### src/usb_dfu_settings.svh
`ifndef USB_DFU_SETTINGS_SVH
`define USB_DFU_SETTINGS_SVH

//////////////////////////////////////////////////
// endpoint 0 packet sizes
//////////////////////////////////////////////////

// bMaxPacketSize0, full speed control endpoint
`define USB_MAX_PACKET_SIZE 8'd32

// wTransferSize advertised in the DFU functional descriptor
`define DFU_TRANSFER_SIZE 16'd4096

//////////////////////////////////////////////////
// device identity
//////////////////////////////////////////////////

`define USB_VENDOR_ID  16'h1d50  // idVendor
`define USB_PRODUCT_ID 16'h6130  // idProduct

//////////////////////////////////////////////////
// descriptor table geometry
//////////////////////////////////////////////////

// device + configuration set + language string fit in 64 bytes
`define DESC_ROM_DEPTH  64
`define DESC_ADDR_WIDTH 6

`endif

### src/usb_dfu_pkg.sv
`default_nettype none

package usb_dfu_pkg;

  typedef logic [7:0] byte_t;
  typedef logic [15:0] word_t;

  // control transfer stages
  typedef enum logic [2:0] {
    IDLE,
    SETUP_IN,
    SETUP_DONE,
    DATA_IN,
    DATA_OUT,
    STATUS_IN,
    STATUS_OUT
  } xfr_state_e;

  // {bmRequestType[6:5], bRequest}
  typedef enum logic [9:0] {
    SET_ADDRESS       = 10'h005,
    GET_DESCRIPTOR    = 10'h006,
    SET_CONFIGURATION = 10'h009,
    DFU_GETSTATUS     = 10'h103,  // class requests
    DFU_GETSTATE      = 10'h105,
    DFU_ABORT         = 10'h106
  } request_e;

  // high byte of wValue for GET_DESCRIPTOR
  typedef enum logic [7:0] {
    DEVICE           = 8'h01,
    CONFIGURATION    = 8'h02,
    STRING           = 8'h03,
    DEVICE_QUALIFIER = 8'h06
  } desc_type_e;

  typedef enum logic {
    DESC_TABLE,
    STATUS_TABLE
  } data_src_e;

  localparam byte_t dfu_state_idle = 8'h02;   // dfuIDLE
  localparam byte_t dfu_status_ok = 8'h00;    // OK
  localparam byte_t desc_cfg_offset = 8'd18;  // config set follows device desc

endpackage

`default_nettype wire

### src/ctrl_req_if.sv
`timescale 1ns/1ps
`default_nettype none

`include "usb_dfu_settings.svh"

// decoded setup request, valid while the setup bytes are held
interface ctrl_req_if;

  logic                        dir_in;     // device to host
  logic                        has_data;   // wLength != 0
  usb_dfu_pkg::word_t          wlength;
  usb_dfu_pkg::data_src_e      src;
  logic [`DESC_ADDR_WIDTH-1:0] src_addr;
  usb_dfu_pkg::word_t          src_len;
  logic                        stall_req;
  logic                        set_addr;
  logic [6:0]                  new_addr;

  modport decoder (
    output dir_in, has_data, wlength,
    output src, src_addr, src_len,
    output stall_req, set_addr, new_addr
  );

  modport consumer (
    input dir_in, has_data, wlength,
    input src, src_addr, src_len,
    input stall_req, set_addr, new_addr
  );

endinterface

`default_nettype wire

### src/usb_ctrl_sequencer.sv
`timescale 1ns/1ps
`default_nettype none

module usb_ctrl_sequencer (
  input  logic         clk,
  input  logic         reset,
  input  logic         out_ep_data_avail,
  input  logic         out_ep_setup,
  input  logic         out_ep_acked,
  input  logic         in_ep_acked,
  input  logic         all_sent,
  ctrl_req_if.consumer req,
  output logic         setup_end,
  output logic         data_in_phase,
  output logic         status_end,
  output logic         in_ep_data_done,
  output logic         in_ep_stall,
  output logic [6:0]   dev_addr
);

  usb_dfu_pkg::xfr_state_e state;
  usb_dfu_pkg::xfr_state_e state_next;

  logic       avail_q;
  logic       all_sent_q;
  logic       pkt_start;
  logic       pkt_end;
  logic       send_zlp;
  logic       sent_done;      // registered rise of all_sent
  logic       addr_pending;
  logic [6:0] addr_pending_val;

  assign pkt_start = out_ep_data_avail && !avail_q;
  assign pkt_end = !out_ep_data_avail && avail_q;

  assign data_in_phase = (state == usb_dfu_pkg::DATA_IN);
  assign in_ep_data_done = sent_done || send_zlp;

  //////////////////////////////////////////////////
  // control transfer stages
  //////////////////////////////////////////////////

  always_comb begin
    state_next = state;
    setup_end = 1'b0;
    status_end = 1'b0;
    send_zlp = 1'b0;
    in_ep_stall = 1'b0;
    case (state)
      usb_dfu_pkg::IDLE: begin
        if (pkt_start && out_ep_setup) state_next = usb_dfu_pkg::SETUP_IN;
      end
      usb_dfu_pkg::SETUP_IN: begin
        if (pkt_end) state_next = usb_dfu_pkg::SETUP_DONE;
      end
      usb_dfu_pkg::SETUP_DONE: begin
        setup_end = 1'b1;
        if (req.stall_req) begin
          in_ep_stall = 1'b1;   // abort, back to idle
          status_end = 1'b1;
          state_next = usb_dfu_pkg::IDLE;
        end else if (req.has_data && req.dir_in) begin
          state_next = usb_dfu_pkg::DATA_IN;
        end else if (req.has_data) begin
          state_next = usb_dfu_pkg::DATA_OUT;
        end else begin
          send_zlp = 1'b1;      // no data stage
          state_next = usb_dfu_pkg::STATUS_IN;
        end
      end
      usb_dfu_pkg::DATA_IN: begin
        if (in_ep_acked && all_sent) state_next = usb_dfu_pkg::STATUS_OUT;
      end
      usb_dfu_pkg::DATA_OUT: begin
        if (out_ep_acked) begin
          send_zlp = 1'b1;
          state_next = usb_dfu_pkg::STATUS_IN;
        end
      end
      usb_dfu_pkg::STATUS_IN: begin
        if (in_ep_acked) begin
          status_end = 1'b1;
          state_next = usb_dfu_pkg::IDLE;
        end
      end
      usb_dfu_pkg::STATUS_OUT: begin
        if (out_ep_acked) begin
          status_end = 1'b1;
          state_next = usb_dfu_pkg::IDLE;
        end
      end
      default: state_next = usb_dfu_pkg::IDLE;
    endcase
  end

  always_ff @(posedge clk) begin
    if (reset) begin
      state <= usb_dfu_pkg::IDLE;
      avail_q <= 1'b0;
      all_sent_q <= 1'b0;
      sent_done <= 1'b0;
    end else begin
      state <= state_next;
      avail_q <= out_ep_data_avail;
      all_sent_q <= all_sent;
      sent_done <= data_in_phase && all_sent && !all_sent_q;
    end
  end

  //////////////////////////////////////////////////
  // device address
  //////////////////////////////////////////////////

  // status token still uses the old address, so commit after it
  always_ff @(posedge clk) begin
    if (reset) begin
      addr_pending <= 1'b0;
      dev_addr <= '0;
    end else if (status_end) begin
      if (addr_pending && state == usb_dfu_pkg::STATUS_IN) dev_addr <= addr_pending_val;
      addr_pending <= 1'b0;
    end else if (setup_end && req.set_addr) begin
      addr_pending <= 1'b1;
    end
  end

  always_ff @(posedge clk) begin
    if (setup_end && req.set_addr) addr_pending_val <= req.new_addr;
  end

endmodule

`default_nettype wire

### src/usb_desc_source.sv
`timescale 1ns/1ps
`default_nettype none

`include "usb_dfu_settings.svh"

module usb_desc_source (
  input  logic               clk,
  input  logic               reset,
  input  logic               setup_end,
  input  logic               data_in_phase,
  input  logic               status_end,
  input  logic               in_ep_grant,
  input  logic               in_ep_data_free,
  ctrl_req_if.consumer       req,
  output logic               in_ep_req,
  output logic               in_ep_data_put,
  output usb_dfu_pkg::byte_t in_ep_data,
  output logic               all_sent
);

  localparam usb_dfu_pkg::word_t vid = `USB_VENDOR_ID;
  localparam usb_dfu_pkg::word_t pid = `USB_PRODUCT_ID;
  localparam usb_dfu_pkg::word_t xfer_size = `DFU_TRANSFER_SIZE;

  //////////////////////////////////////////////////
  // descriptor tables
  //////////////////////////////////////////////////

  localparam usb_dfu_pkg::byte_t dev_desc [18] = '{
    8'd18, 8'h01, 8'h00, 8'h01, 8'h00, 8'h00, 8'h00, `USB_MAX_PACKET_SIZE,
    vid[7:0], vid[15:8], pid[7:0], pid[15:8],
    8'h00, 8'h00, 8'h00, 8'h00, 8'h00, 8'h01   // no strings, one config
  };

  localparam usb_dfu_pkg::byte_t cfg_desc [27] = '{
    8'd9, 8'h02, 8'd27, 8'h00, 8'h01, 8'h01, 8'h00, 8'hc0, 8'd50,  // configuration
    8'd9, 8'h04, 8'h00, 8'h00, 8'h00, 8'hfe, 8'h01, 8'h02, 8'h00,  // dfu interface
    8'd9, 8'h21, 8'h0b, 8'hff, 8'h00,                              // dfu functional
    xfer_size[7:0], xfer_size[15:8], 8'h1a, 8'h01
  };

  localparam usb_dfu_pkg::byte_t lang_desc [4] = '{8'd4, 8'h03, 8'h09, 8'h04};  // en-US

  // bStatus, bwPollTimeout[3], bState, iString
  localparam usb_dfu_pkg::byte_t status_rom [6] = '{
    usb_dfu_pkg::dfu_status_ok, 8'h00, 8'h00, 8'h00, usb_dfu_pkg::dfu_state_idle, 8'h00
  };

  localparam int lang_offset = usb_dfu_pkg::desc_cfg_offset + $size(cfg_desc);

  typedef usb_dfu_pkg::byte_t rom_t [`DESC_ROM_DEPTH];

  function automatic rom_t build_desc_rom();
    rom_t rom;
    rom = '{default: 8'h00};
    foreach (dev_desc[i]) rom[i] = dev_desc[i];
    foreach (cfg_desc[i]) rom[usb_dfu_pkg::desc_cfg_offset + i] = cfg_desc[i];
    foreach (lang_desc[i]) rom[lang_offset + i] = lang_desc[i];
    return rom;
  endfunction

  localparam rom_t desc_rom = build_desc_rom();

  logic [`DESC_ADDR_WIDTH-1:0] rd_addr;
  usb_dfu_pkg::word_t          src_left;    // bytes left in the answer
  usb_dfu_pkg::word_t          host_left;   // bytes left of wLength
  usb_dfu_pkg::data_src_e      src_q;

  //////////////////////////////////////////////////
  // counters and IN data path
  //////////////////////////////////////////////////

  always_ff @(posedge clk) begin
    if (reset || status_end) begin
      rd_addr <= '0;
      src_left <= '0;
      host_left <= '0;
      src_q <= usb_dfu_pkg::DESC_TABLE;
    end else if (setup_end) begin
      rd_addr <= req.src_addr;
      src_left <= req.src_len;
      host_left <= req.wlength;
      src_q <= req.src;
    end else if (in_ep_grant && in_ep_data_put) begin  // byte taken
      rd_addr <= rd_addr + 1'b1;
      src_left <= src_left - 16'd1;
      host_left <= host_left - 16'd1;
    end
  end

  assign all_sent = (src_left == '0) || (host_left == '0);
  assign in_ep_req = data_in_phase && !all_sent;
  assign in_ep_data_put = in_ep_req && in_ep_data_free;

  always_comb begin
    if (src_q == usb_dfu_pkg::STATUS_TABLE) begin
      in_ep_data = (rd_addr < 6) ? status_rom[rd_addr[2:0]] : 8'h00;
    end else begin
      in_ep_data = desc_rom[rd_addr];
    end
  end

endmodule

`default_nettype wire

### src/usb_dfu_ctrl_ep.sv
`timescale 1ns/1ps
`default_nettype none

module usb_dfu_ctrl_ep (
  input  logic               clk,
  input  logic               reset,
  // out endpoint
  output logic               out_ep_req,
  input  logic               out_ep_grant,
  input  logic               out_ep_data_avail,
  input  logic               out_ep_setup,
  output logic               out_ep_data_get,
  input  usb_dfu_pkg::byte_t out_ep_data,
  output logic               out_ep_stall,
  input  logic               out_ep_acked,
  // in endpoint
  output logic               in_ep_req,
  input  logic               in_ep_grant,
  input  logic               in_ep_data_free,
  output logic               in_ep_data_put,
  output usb_dfu_pkg::byte_t in_ep_data,
  output logic               in_ep_data_done,
  output logic               in_ep_stall,
  input  logic               in_ep_acked,
  output logic [6:0]         dev_addr
);

  logic setup_end;
  logic data_in_phase;
  logic status_end;
  logic all_sent;

  ctrl_req_if req_if ();

  assign out_ep_req = out_ep_data_avail;       // take every byte offered
  assign out_ep_data_get = out_ep_data_avail;
  assign out_ep_stall = 1'b0;                  // no OUT data requests

  usb_setup_decoder u_decoder (
    .clk              (clk),
    .reset            (reset),
    .out_ep_data_avail(out_ep_data_avail),
    .out_ep_grant     (out_ep_grant),
    .out_ep_setup     (out_ep_setup),
    .out_ep_data      (out_ep_data),
    .status_end       (status_end),
    .req              (req_if.decoder)
  );

  usb_ctrl_sequencer u_sequencer (
    .clk              (clk),
    .reset            (reset),
    .out_ep_data_avail(out_ep_data_avail),
    .out_ep_setup     (out_ep_setup),
    .out_ep_acked     (out_ep_acked),
    .in_ep_acked      (in_ep_acked),
    .all_sent         (all_sent),
    .req              (req_if.consumer),
    .setup_end        (setup_end),
    .data_in_phase    (data_in_phase),
    .status_end       (status_end),
    .in_ep_data_done  (in_ep_data_done),
    .in_ep_stall      (in_ep_stall),
    .dev_addr         (dev_addr)
  );

  usb_desc_source u_source (
    .clk            (clk),
    .reset          (reset),
    .setup_end      (setup_end),
    .data_in_phase  (data_in_phase),
    .status_end     (status_end),
    .in_ep_grant    (in_ep_grant),
    .in_ep_data_free(in_ep_data_free),
    .req            (req_if.consumer),
    .in_ep_req      (in_ep_req),
    .in_ep_data_put (in_ep_data_put),
    .in_ep_data     (in_ep_data),
    .all_sent       (all_sent)
  );

endmodule

`default_nettype wire

### src/usb_setup_decoder.sv
`timescale 1ns/1ps
`default_nettype none

`include "usb_dfu_settings.svh"

module usb_setup_decoder (
  input  logic               clk,
  input  logic               reset,
  input  logic               out_ep_data_avail,
  input  logic               out_ep_grant,
  input  logic               out_ep_setup,
  input  usb_dfu_pkg::byte_t out_ep_data,
  input  logic               status_end,
  ctrl_req_if.decoder        req
);

  localparam int aw = `DESC_ADDR_WIDTH;

  // answer lengths, must agree with the tables in usb_desc_source
  localparam usb_dfu_pkg::word_t dev_len = 16'd18;
  localparam usb_dfu_pkg::word_t cfg_len = 16'd27;   // config + interface + dfu func
  localparam usb_dfu_pkg::word_t lang_len = 16'd4;
  localparam usb_dfu_pkg::word_t stat_len = 16'd6;
  localparam int lang_offset = usb_dfu_pkg::desc_cfg_offset + cfg_len;
  localparam int state_offset = 4;                    // bState inside status table

  logic               out_ep_data_valid;
  logic [2:0]         setup_ptr;
  usb_dfu_pkg::byte_t setup_mem [8];
  usb_dfu_pkg::byte_t bm_request_type;
  usb_dfu_pkg::byte_t b_request;
  usb_dfu_pkg::word_t w_value;
  logic [9:0]         req_code;

  //////////////////////////////////////////////////
  // setup packet capture
  //////////////////////////////////////////////////

  // byte shows up the cycle after avail && grant
  always_ff @(posedge clk) begin
    if (reset) begin
      out_ep_data_valid <= 1'b0;
    end else begin
      out_ep_data_valid <= out_ep_data_avail && out_ep_grant;
    end
  end

  always_ff @(posedge clk) begin
    if (reset || status_end) begin
      setup_ptr <= '0;
    end else if (out_ep_setup && out_ep_data_valid) begin
      setup_ptr <= setup_ptr + 3'd1;
    end
  end

  always_ff @(posedge clk) begin
    if (out_ep_setup && out_ep_data_valid) begin
      setup_mem[setup_ptr] <= out_ep_data;
    end
  end

  //////////////////////////////////////////////////
  // request decode
  //////////////////////////////////////////////////

  assign bm_request_type = setup_mem[0];
  assign b_request = setup_mem[1];
  assign w_value = {setup_mem[3], setup_mem[2]};
  assign req_code = {bm_request_type[6:5], b_request};  // type bits + bRequest

  assign req.dir_in = bm_request_type[7];
  assign req.wlength = {setup_mem[7], setup_mem[6]};
  assign req.has_data = |req.wlength;
  assign req.new_addr = w_value[6:0];

  always_comb begin
    req.src = usb_dfu_pkg::DESC_TABLE;
    req.src_addr = '0;
    req.src_len = '0;
    req.stall_req = 1'b0;
    req.set_addr = 1'b0;
    case (req_code)
      usb_dfu_pkg::GET_DESCRIPTOR: begin
        case (w_value[15:8])
          usb_dfu_pkg::DEVICE: req.src_len = dev_len;
          usb_dfu_pkg::CONFIGURATION: begin
            req.src_addr = aw'(usb_dfu_pkg::desc_cfg_offset);
            req.src_len = cfg_len;
          end
          usb_dfu_pkg::STRING: begin
            if (w_value[7:0] == 8'h00) begin  // only the language table
              req.src_addr = aw'(lang_offset);
              req.src_len = lang_len;
            end else begin
              req.stall_req = 1'b1;
            end
          end
          default: req.stall_req = 1'b1;  // device qualifier too, full speed only
        endcase
      end
      usb_dfu_pkg::SET_ADDRESS: req.set_addr = 1'b1;
      usb_dfu_pkg::SET_CONFIGURATION: ;  // single config, nothing to hold
      usb_dfu_pkg::DFU_GETSTATUS: begin
        req.src = usb_dfu_pkg::STATUS_TABLE;
        req.src_len = stat_len;
      end
      usb_dfu_pkg::DFU_GETSTATE: begin
        req.src = usb_dfu_pkg::STATUS_TABLE;
        req.src_addr = aw'(state_offset);
        req.src_len = 16'd1;
      end
      usb_dfu_pkg::DFU_ABORT: ;  // already dfuIDLE
      default: req.stall_req = 1'b1;
    endcase
  end

endmodule

`default_nettype wire

### config.mk
export PLATFORM = sky130hd
export DESIGN_NAME = usb_dfu_ctrl_ep
export DESIGN_NICKNAME = d
export VERILOG_FILES = /design/src/usb_dfu_pkg.sv /design/src/ctrl_req_if.sv /design/src/usb_ctrl_sequencer.sv /design/src/usb_desc_source.sv /design/src/usb_dfu_ctrl_ep.sv /design/src/usb_setup_decoder.sv
export VERILOG_INCLUDE_DIRS = /design/src
export SDC_FILE = /design/constraint.sdc
export NUM_CORES = 1
export LEC_CHECK = 0
export BUFFER_PORTS_ARGS = -buffer_cell sky130_fd_sc_hd__buf_4
export CAP_MARGIN = 20
export CORE_ASPECT_RATIO = 1.2
export CORE_MARGIN = 5
export CORE_UTILIZATION = 54
export CTS_BUF_LIST = sky130_fd_sc_hd__clkbuf_16
export DETAILED_ROUTE_END_ITERATION = 8
export GPL_TIMING_DRIVEN = 1
export PLACE_DENSITY = 0.76
export SETUP_SLACK_MARGIN = 0.2
export SLEW_MARGIN = 20
export SYNTH_ARGS = -nofsm -noshare
export SYNTH_HDL_FRONTEND = slang
export SYNTH_SLANG_ARGS = --single-unit
export TNS_END_PERCENT = 30
### constraint.sdc
create_clock -name clk -period 2.1 [get_ports clk]
set_input_delay 0.105 -clock clk [delete_from_list [all_inputs] [get_ports clk]]
set_output_delay 0.105 -clock clk [all_outputs]
set_load 0.02 [all_outputs]
==> flow_summary.yaml, run 1 <==
routing:
  vias: 5072
  drt_iter0_drc: 700
  drcViolationCount: 0
  dr.pass1.iters: 8
  via_per_inst: 6.380
  ant_nets: 0
  wire_per_inst_um: 20.57
  drt_wl_total_mm: 16.35
run_status:
  outcome: "finished with violations"
  violations: "negative setup slack"
synthesis:
  ys_ff_latch: 107
  ys_types: 71
  synth_common_cells: "63 x nor2_1, 57 x dfxtp_1, 50 x edfxtp_1"
  synth_top_area_share: 0.2802
  syn_inst: 550
  synthTopCellsByArea: "edfxtp_1 28%, dfxtp_1 21%, nor2_1 4.4%"
  synthesis.nets: 579
  avgSynthCellArea_um2: 9.743
  ys_seq_area_frac: 0.4931
  synth_edf_count: 50
  post-synth-top-count-cell: "nor2_1"
  syn-cell-area_um2: 5359
  async_reset_ff_frac: 0
  ys.flop_type: "dfxtp_1"
  synth_warnings: 0
  synth_largest_area_cell: "edfxtp_1"
cells_and_area:
  nets: 696
  layout.cells.non_filler: 795
  syn_to_final_growth_pct: 37.66
  drive_gt1_frac: 0.3631
  antennaDiodeCount: 0
grt:
  grt_max_degree: 31
  antenna_found_initial: 0
  first_global_vias: 4788
  grt_pass1_wl_mm: 24.21
  overflow: 0
  grtUsageTotal: 0.2549
critical_path:
  cp_max_fo: 5
  worstPathArrival_ps: 2070
  worstPathRequired_ps: 2000
  r2r-start: "u_decoder.setup_mem[1][2]$_DFFE_PP_"
  path_class: "flop to output port"
  start_kind: "flop"
  cp-end-kind: "output port"
  crit_start: "u_source.rd_addr[1]$_SDFFE_PP0P_"
timing:
  slew_headroom: 0.4974
  rsz0062_at_grt: "yes"
  clock.fmax_ghz: 0.4592
  drv_slew: 0
  finalCritPeriodShare: 1.037
  period_needed_ps: 2178
  worst_pin_slew_ps: 747.1
  fin_skew_ps: 11.64
  layout_setup_ws_ps: -77.93
  final-setup-viol-count: 25
  hold_violations: 0
  tns_ps: -498.7
min_path:
  hp-start: "reset"
  hold_class: "input pin to flop"
placement:
  dpl.cell_count: 721
  port_buffers: 37
  dp_hpwl_mm: 9.438
  pre_cts_slack_ps: 28.04
  place.gp.congestion: 0.8980
power_and_ir_drop:
  total_power_mw: 4.311
  peakVddDrop_uv: 734.4
  power_density_nw_per_um2: 584.4
  p_leak_nw: 2.746
clock_tree:
  worstSkewPairLatency_ps: 360
  cts_sinks: 107
  cts_max_path_buffers: 2
  htreeDepth: 3
  cts_tree: "built"
  path_clk_slew_ps: 70
  numCtsBuffers: 9
  cts-root-buf: "clkbuf_16"
job:
  maxCapViolations: 0
die:
  die_y_um: 119.1
  dieArea_um2: 12020
  start_util: 0.5575
  coreArea_um2: 9613
  die_w_um: 100.9
  rows: 39
  ios: 39
## cells by family (layout without fill, tap and decap cells)
kind of cell | Yosys count | after routing | synth area share
buffers and inverters | 52 | 174 | 0.04132
AO/OA/AOI/OAI | 113 | 113 | 0.1401
adder cells (fa/ha/maj) | 12 | 12 | 0.02802
other | 1 | 1 | 0.0006998
multiplexers | 14 | 14 | 0.02895
flip-flops | 107 | 107 | 0.4931
XOR/XNOR | 19 | 19 | 0.03105
AND/OR/NAND/NOR | 232 | 232 | 0.2368
## cell usage in the layout (no fill, tap or decap), drive strengths merged, types with 12 or more instances in the layout
master	synthesis	final
a21oi	35	35
buf	13	127
dfxtp	57	57
edfxtp	50	50
ha	12	12
inv	18	18
nand2	41	41
nand3	15	15
nand4	14	14
nor2	64	64
nor3	23	23
nor4	20	20
o21ai	20	20
## critical path, cell delays in order (launching register included)
cell,delay (ps)
dfxtp_4,360
buf_6,130
ha_4,180
mux4_2,500
a31oi_1,270
o21ai_1,110
buf_4,170
## metrics by stage
stage	util	hold slack [ps]	cell area (um^2)
after floorplan	-	184.1	5383
after global placement	0.6259	313.8	6017
after detailed placement	0.6259	316.0	6017
after CTS	0.7294	0.4267	7012
after global routing	0.7674	50.23	7377
final	0.7674	42.59	7377
## power by group
group / switching, mW / leakage [nW] / internal, mW
registers: 0.0221 / 0.916 / 2.19
clock network: 0.787 / 0.135 / 0.813
logic: 0.281 / 1.69 / 0.215
## what timing repair did
item / CTS / global route
buffers inserted: 38 / 7
hold buffers: 8 / 1
pin swaps: 36 / 30
endpoints found under the hold margin: 32 / 4
endpoints found under the setup margin: 57 / 62
resized for setup: 77 / 62
cloned: 1 / 3
## sequential cells by signal, summed over array words and instances (netlist names)
signal                        count
u_source.rd_addr                  6
u_sequencer.addr_pending_val      7
u_source.host_left               16
u_sequencer.dev_addr              7
u_sequencer.addr_pending          1
u_sequencer.state                 3
u_decoder.setup_ptr               3
u_source.src_q                    1
u_sequencer.all_sent_q            1
u_sequencer.avail_q               1
u_source.src_left                16
u_sequencer.sent_done             1
u_decoder.out_ep_data_valid       1
u_decoder.setup_mem              43
## routing by layer
metal / vias to the layer above / global-route usage / share of wire
met5: - / 0 / 0
met2: 331 / 0.4197 / 0.48
met3: 111 / 0.04971 / 0.081
li1: 2282 / - / -
met4: 0 / 0.1372 / 0.073
met1: 2348 / 0.3122 / 0.36
## final cells by class
cell class                      instances  area, um^2
Clock inverter                          7       53.80
Multi-Input combinational cell        391        2957
Sequential cell                       107        2664
Inverter                               19       82.58
Tap cell                              123       153.9
Fill cell                             546        2236
Timing Repair Buffer                  139        1241
Clock buffer                            9       225.2
## final timing paths
| path | to | slack (ps) | cells after the start |
|---|---|---|---|
| max | in_ep_data[1] | -80 | 6 |
| min | u_sequencer.dev_addr[6]$_SDFFE_PP0P_ | 40 | 2 |
| max reg2reg | u_source.host_left[3]$_SDFFE_PP0P_ | -40 | 9 |
| min reg2reg | u_sequencer.sent_done$_SDFF_PP0_ | 400 | 1 |
No activity file was read; power rests on OpenSTA's default activity.
==> run 2: changes to the inputs <==
- CORE_MARGIN: 5 -> unset
- SKIP_CTS_REPAIR_TIMING: unset -> 1
==> flow_summary.yaml, run 2 (synthesized netlist as in run 1, its figures left out) <==
clock_tree:
  cts_tree: "built"
  numCtsBuffers: 9
  htreeDepth: 3
  cts-root-buf: "clkbuf_16"
  worstSkewPairLatency_ps: 350
  cts_sinks: 107
  cts_max_path_buffers: 2
  path_clk_slew_ps: 70
routing:
  dr.pass1.iters: 5
  met1Wirelength_mm: 5.700
  drcViolationCount: 0
  vias: 4753
  wire_per_inst_um: 18.64
  ant_nets: 0
  top_layer_used: "met4"
  drt_wl_total_mm: 14.28
  drt_iter0_drc: 366
  via_per_inst: 6.205
  wl_met2_mm: 7.494
  wl_met3_um: 662
grt:
  first_global_vias: 4500
  grtUsageTotal: 0.2605
  antenna_found_initial: 0
  grt_pass1_wl_mm: 21.28
  grt_max_degree: 29
  overflow: 0
run_status:
  violations: "negative hold slack, negative setup slack"
  outcome: "finished with violations"
critical_path:
  cp_max_fo: 3
  cp-end-kind: "output port"
  worstPathArrival_ps: 2040
  crit_path_top_delay_cell: "edfxtp_1"
  path_class: "flop to output port"
  r2r-start: "u_decoder.setup_mem[1][7]$_DFFE_PP_"
  start_kind: "flop"
  slowest_delay_ps: 430
  crit_start: "u_decoder.setup_mem[1][7]$_DFFE_PP_"
  cp_cell_sequence: "nor4_4 -> buf_4 -> nand3_4 -> a221oi_4 -> nor2_4 -> buf_6 -> nor2_4 -> buf_6"
  worstPathRequired_ps: 2000
cells_and_area:
  syn_to_final_growth_pct: 30.10
  final_core_util: 0.7289
  final_common_cell: "buf_4"
  num-fill-cells: 673
  largest_reg_flops: 43
  mostFrequentLayoutCells: "87 x buf_4, 57 x nor2_1, 50 x edfxtp_1"
  drive_gt1_frac: 0.3095
  nets: 667
  largestRegisters: "u_decoder.setup_mem x43, u_source.host_left x16, u_source.src_left x16"
  antennaDiodeCount: 0
  design_area_um2: 6972
  regMostFlops: "u_decoder.setup_mem"
die:
  rows: 39
  die_w_um: 92.94
  coreArea_um2: 9564
  dieArea_um2: 10330
  start_util: 0.5603
  ios: 39
  die_y_um: 111.1
timing:
  holdWs_ps: -0.5060
  period_needed_ps: 2140
  fin_skew_ps: 8.217
  hold_violations: 1
  clock.fmax_ghz: 0.4672
  rsz0062_at_grt: "yes"
  layout_setup_ws_ps: -40.47
  final-setup-viol-count: 3
  drv_slew: 0
  worst_pin_slew_ps: 721.4
  slew_headroom: 0.5147
  finalCritPeriodShare: 1.019
placement:
  post_dp_cell_area_um2: 5997
  place.gp.congestion: 0.9012
  port_buffers: 37
  dp_hpwl_mm: 9.450
power_and_ir_drop:
  power_density_nw_per_um2: 616.4
  peakVddDrop_uv: 557.5
  p_leak_nw: 2.531
min_path:
  hp-start: "out_ep_data[5]"
  hold_class: "input pin to flop"
job:
  maxCapViolations: 0
## run 2: worst paths after layout
| path | endpoint | slack [ps] | cells after the start |
|---|---|---|---|
| max reg2reg | u_sequencer.addr_pending$_SDFFE_PP0P_ | -10 | 9 |
| min reg2reg | u_sequencer.sent_done$_SDFF_PP0_ | 400 | 1 |
| max | in_ep_stall | -40 | 8 |
| min | u_decoder.setup_mem[0][5]$_DFFE_PP_ | -0.5 | 1 |
## run 2: per-layer routing
layer	vias up	GRT usage
met5	-	0
met4	0	0.09846
met3	35	0.04390
met2	176	0.4623
met1	2317	0.3104
li1	2225	-
## run 2: area by class of cell
cell class / instances / area (um^2) / area share
Clock inverter: 7 / 70.07 / 0.01005
Sequential cell: 107 / 2659 / 0.3814
Multi-Input combinational cell: 391 / 2865 / 0.4110
Tap cell: 123 / 153.9 / 0.02207
Timing Repair Buffer: 110 / 913.4 / 0.1310
Inverter: 19 / 85.08 / 0.01220
Clock buffer: 9 / 225.2 / 0.03230
## run 2: critical path: cells and delay by family, from the launching register on
family / cells / cell delay [ps]
and+or+nand+nor: 4 / 560
DFF: 1 / 430
buffers and inverters: 3 / 430
AOI/OAI and AO/OA: 1 / 260
## run 2: per-stage QoR
step | cells | TNS (ps) | setup slack, ps | hold slack [ps] | power [mW]
after global routing | 766 | -1667 | -128.9 | 0.7888 | 4.431
after global placement | 720 | 0 | 87.15 | 312.9 | 2.602
after detailed placement | 720 | 0 | 49.59 | 314.5 | 2.612
after floorplan | 550 | 0 | 180.9 | 184.1 | 2.475
final | 766 | -60.48 | -40.47 | -0.5060 | 4.298
after CTS | 736 | -740.9 | -243.1 | -50.93 | 4.237
## run 2: where the power goes
part           leakage, nW  switching, mW  internal (mW)
Clock                0.147          0.812          0.838
Sequential           0.915         0.0271           2.19
Combinational         1.47          0.247          0.180
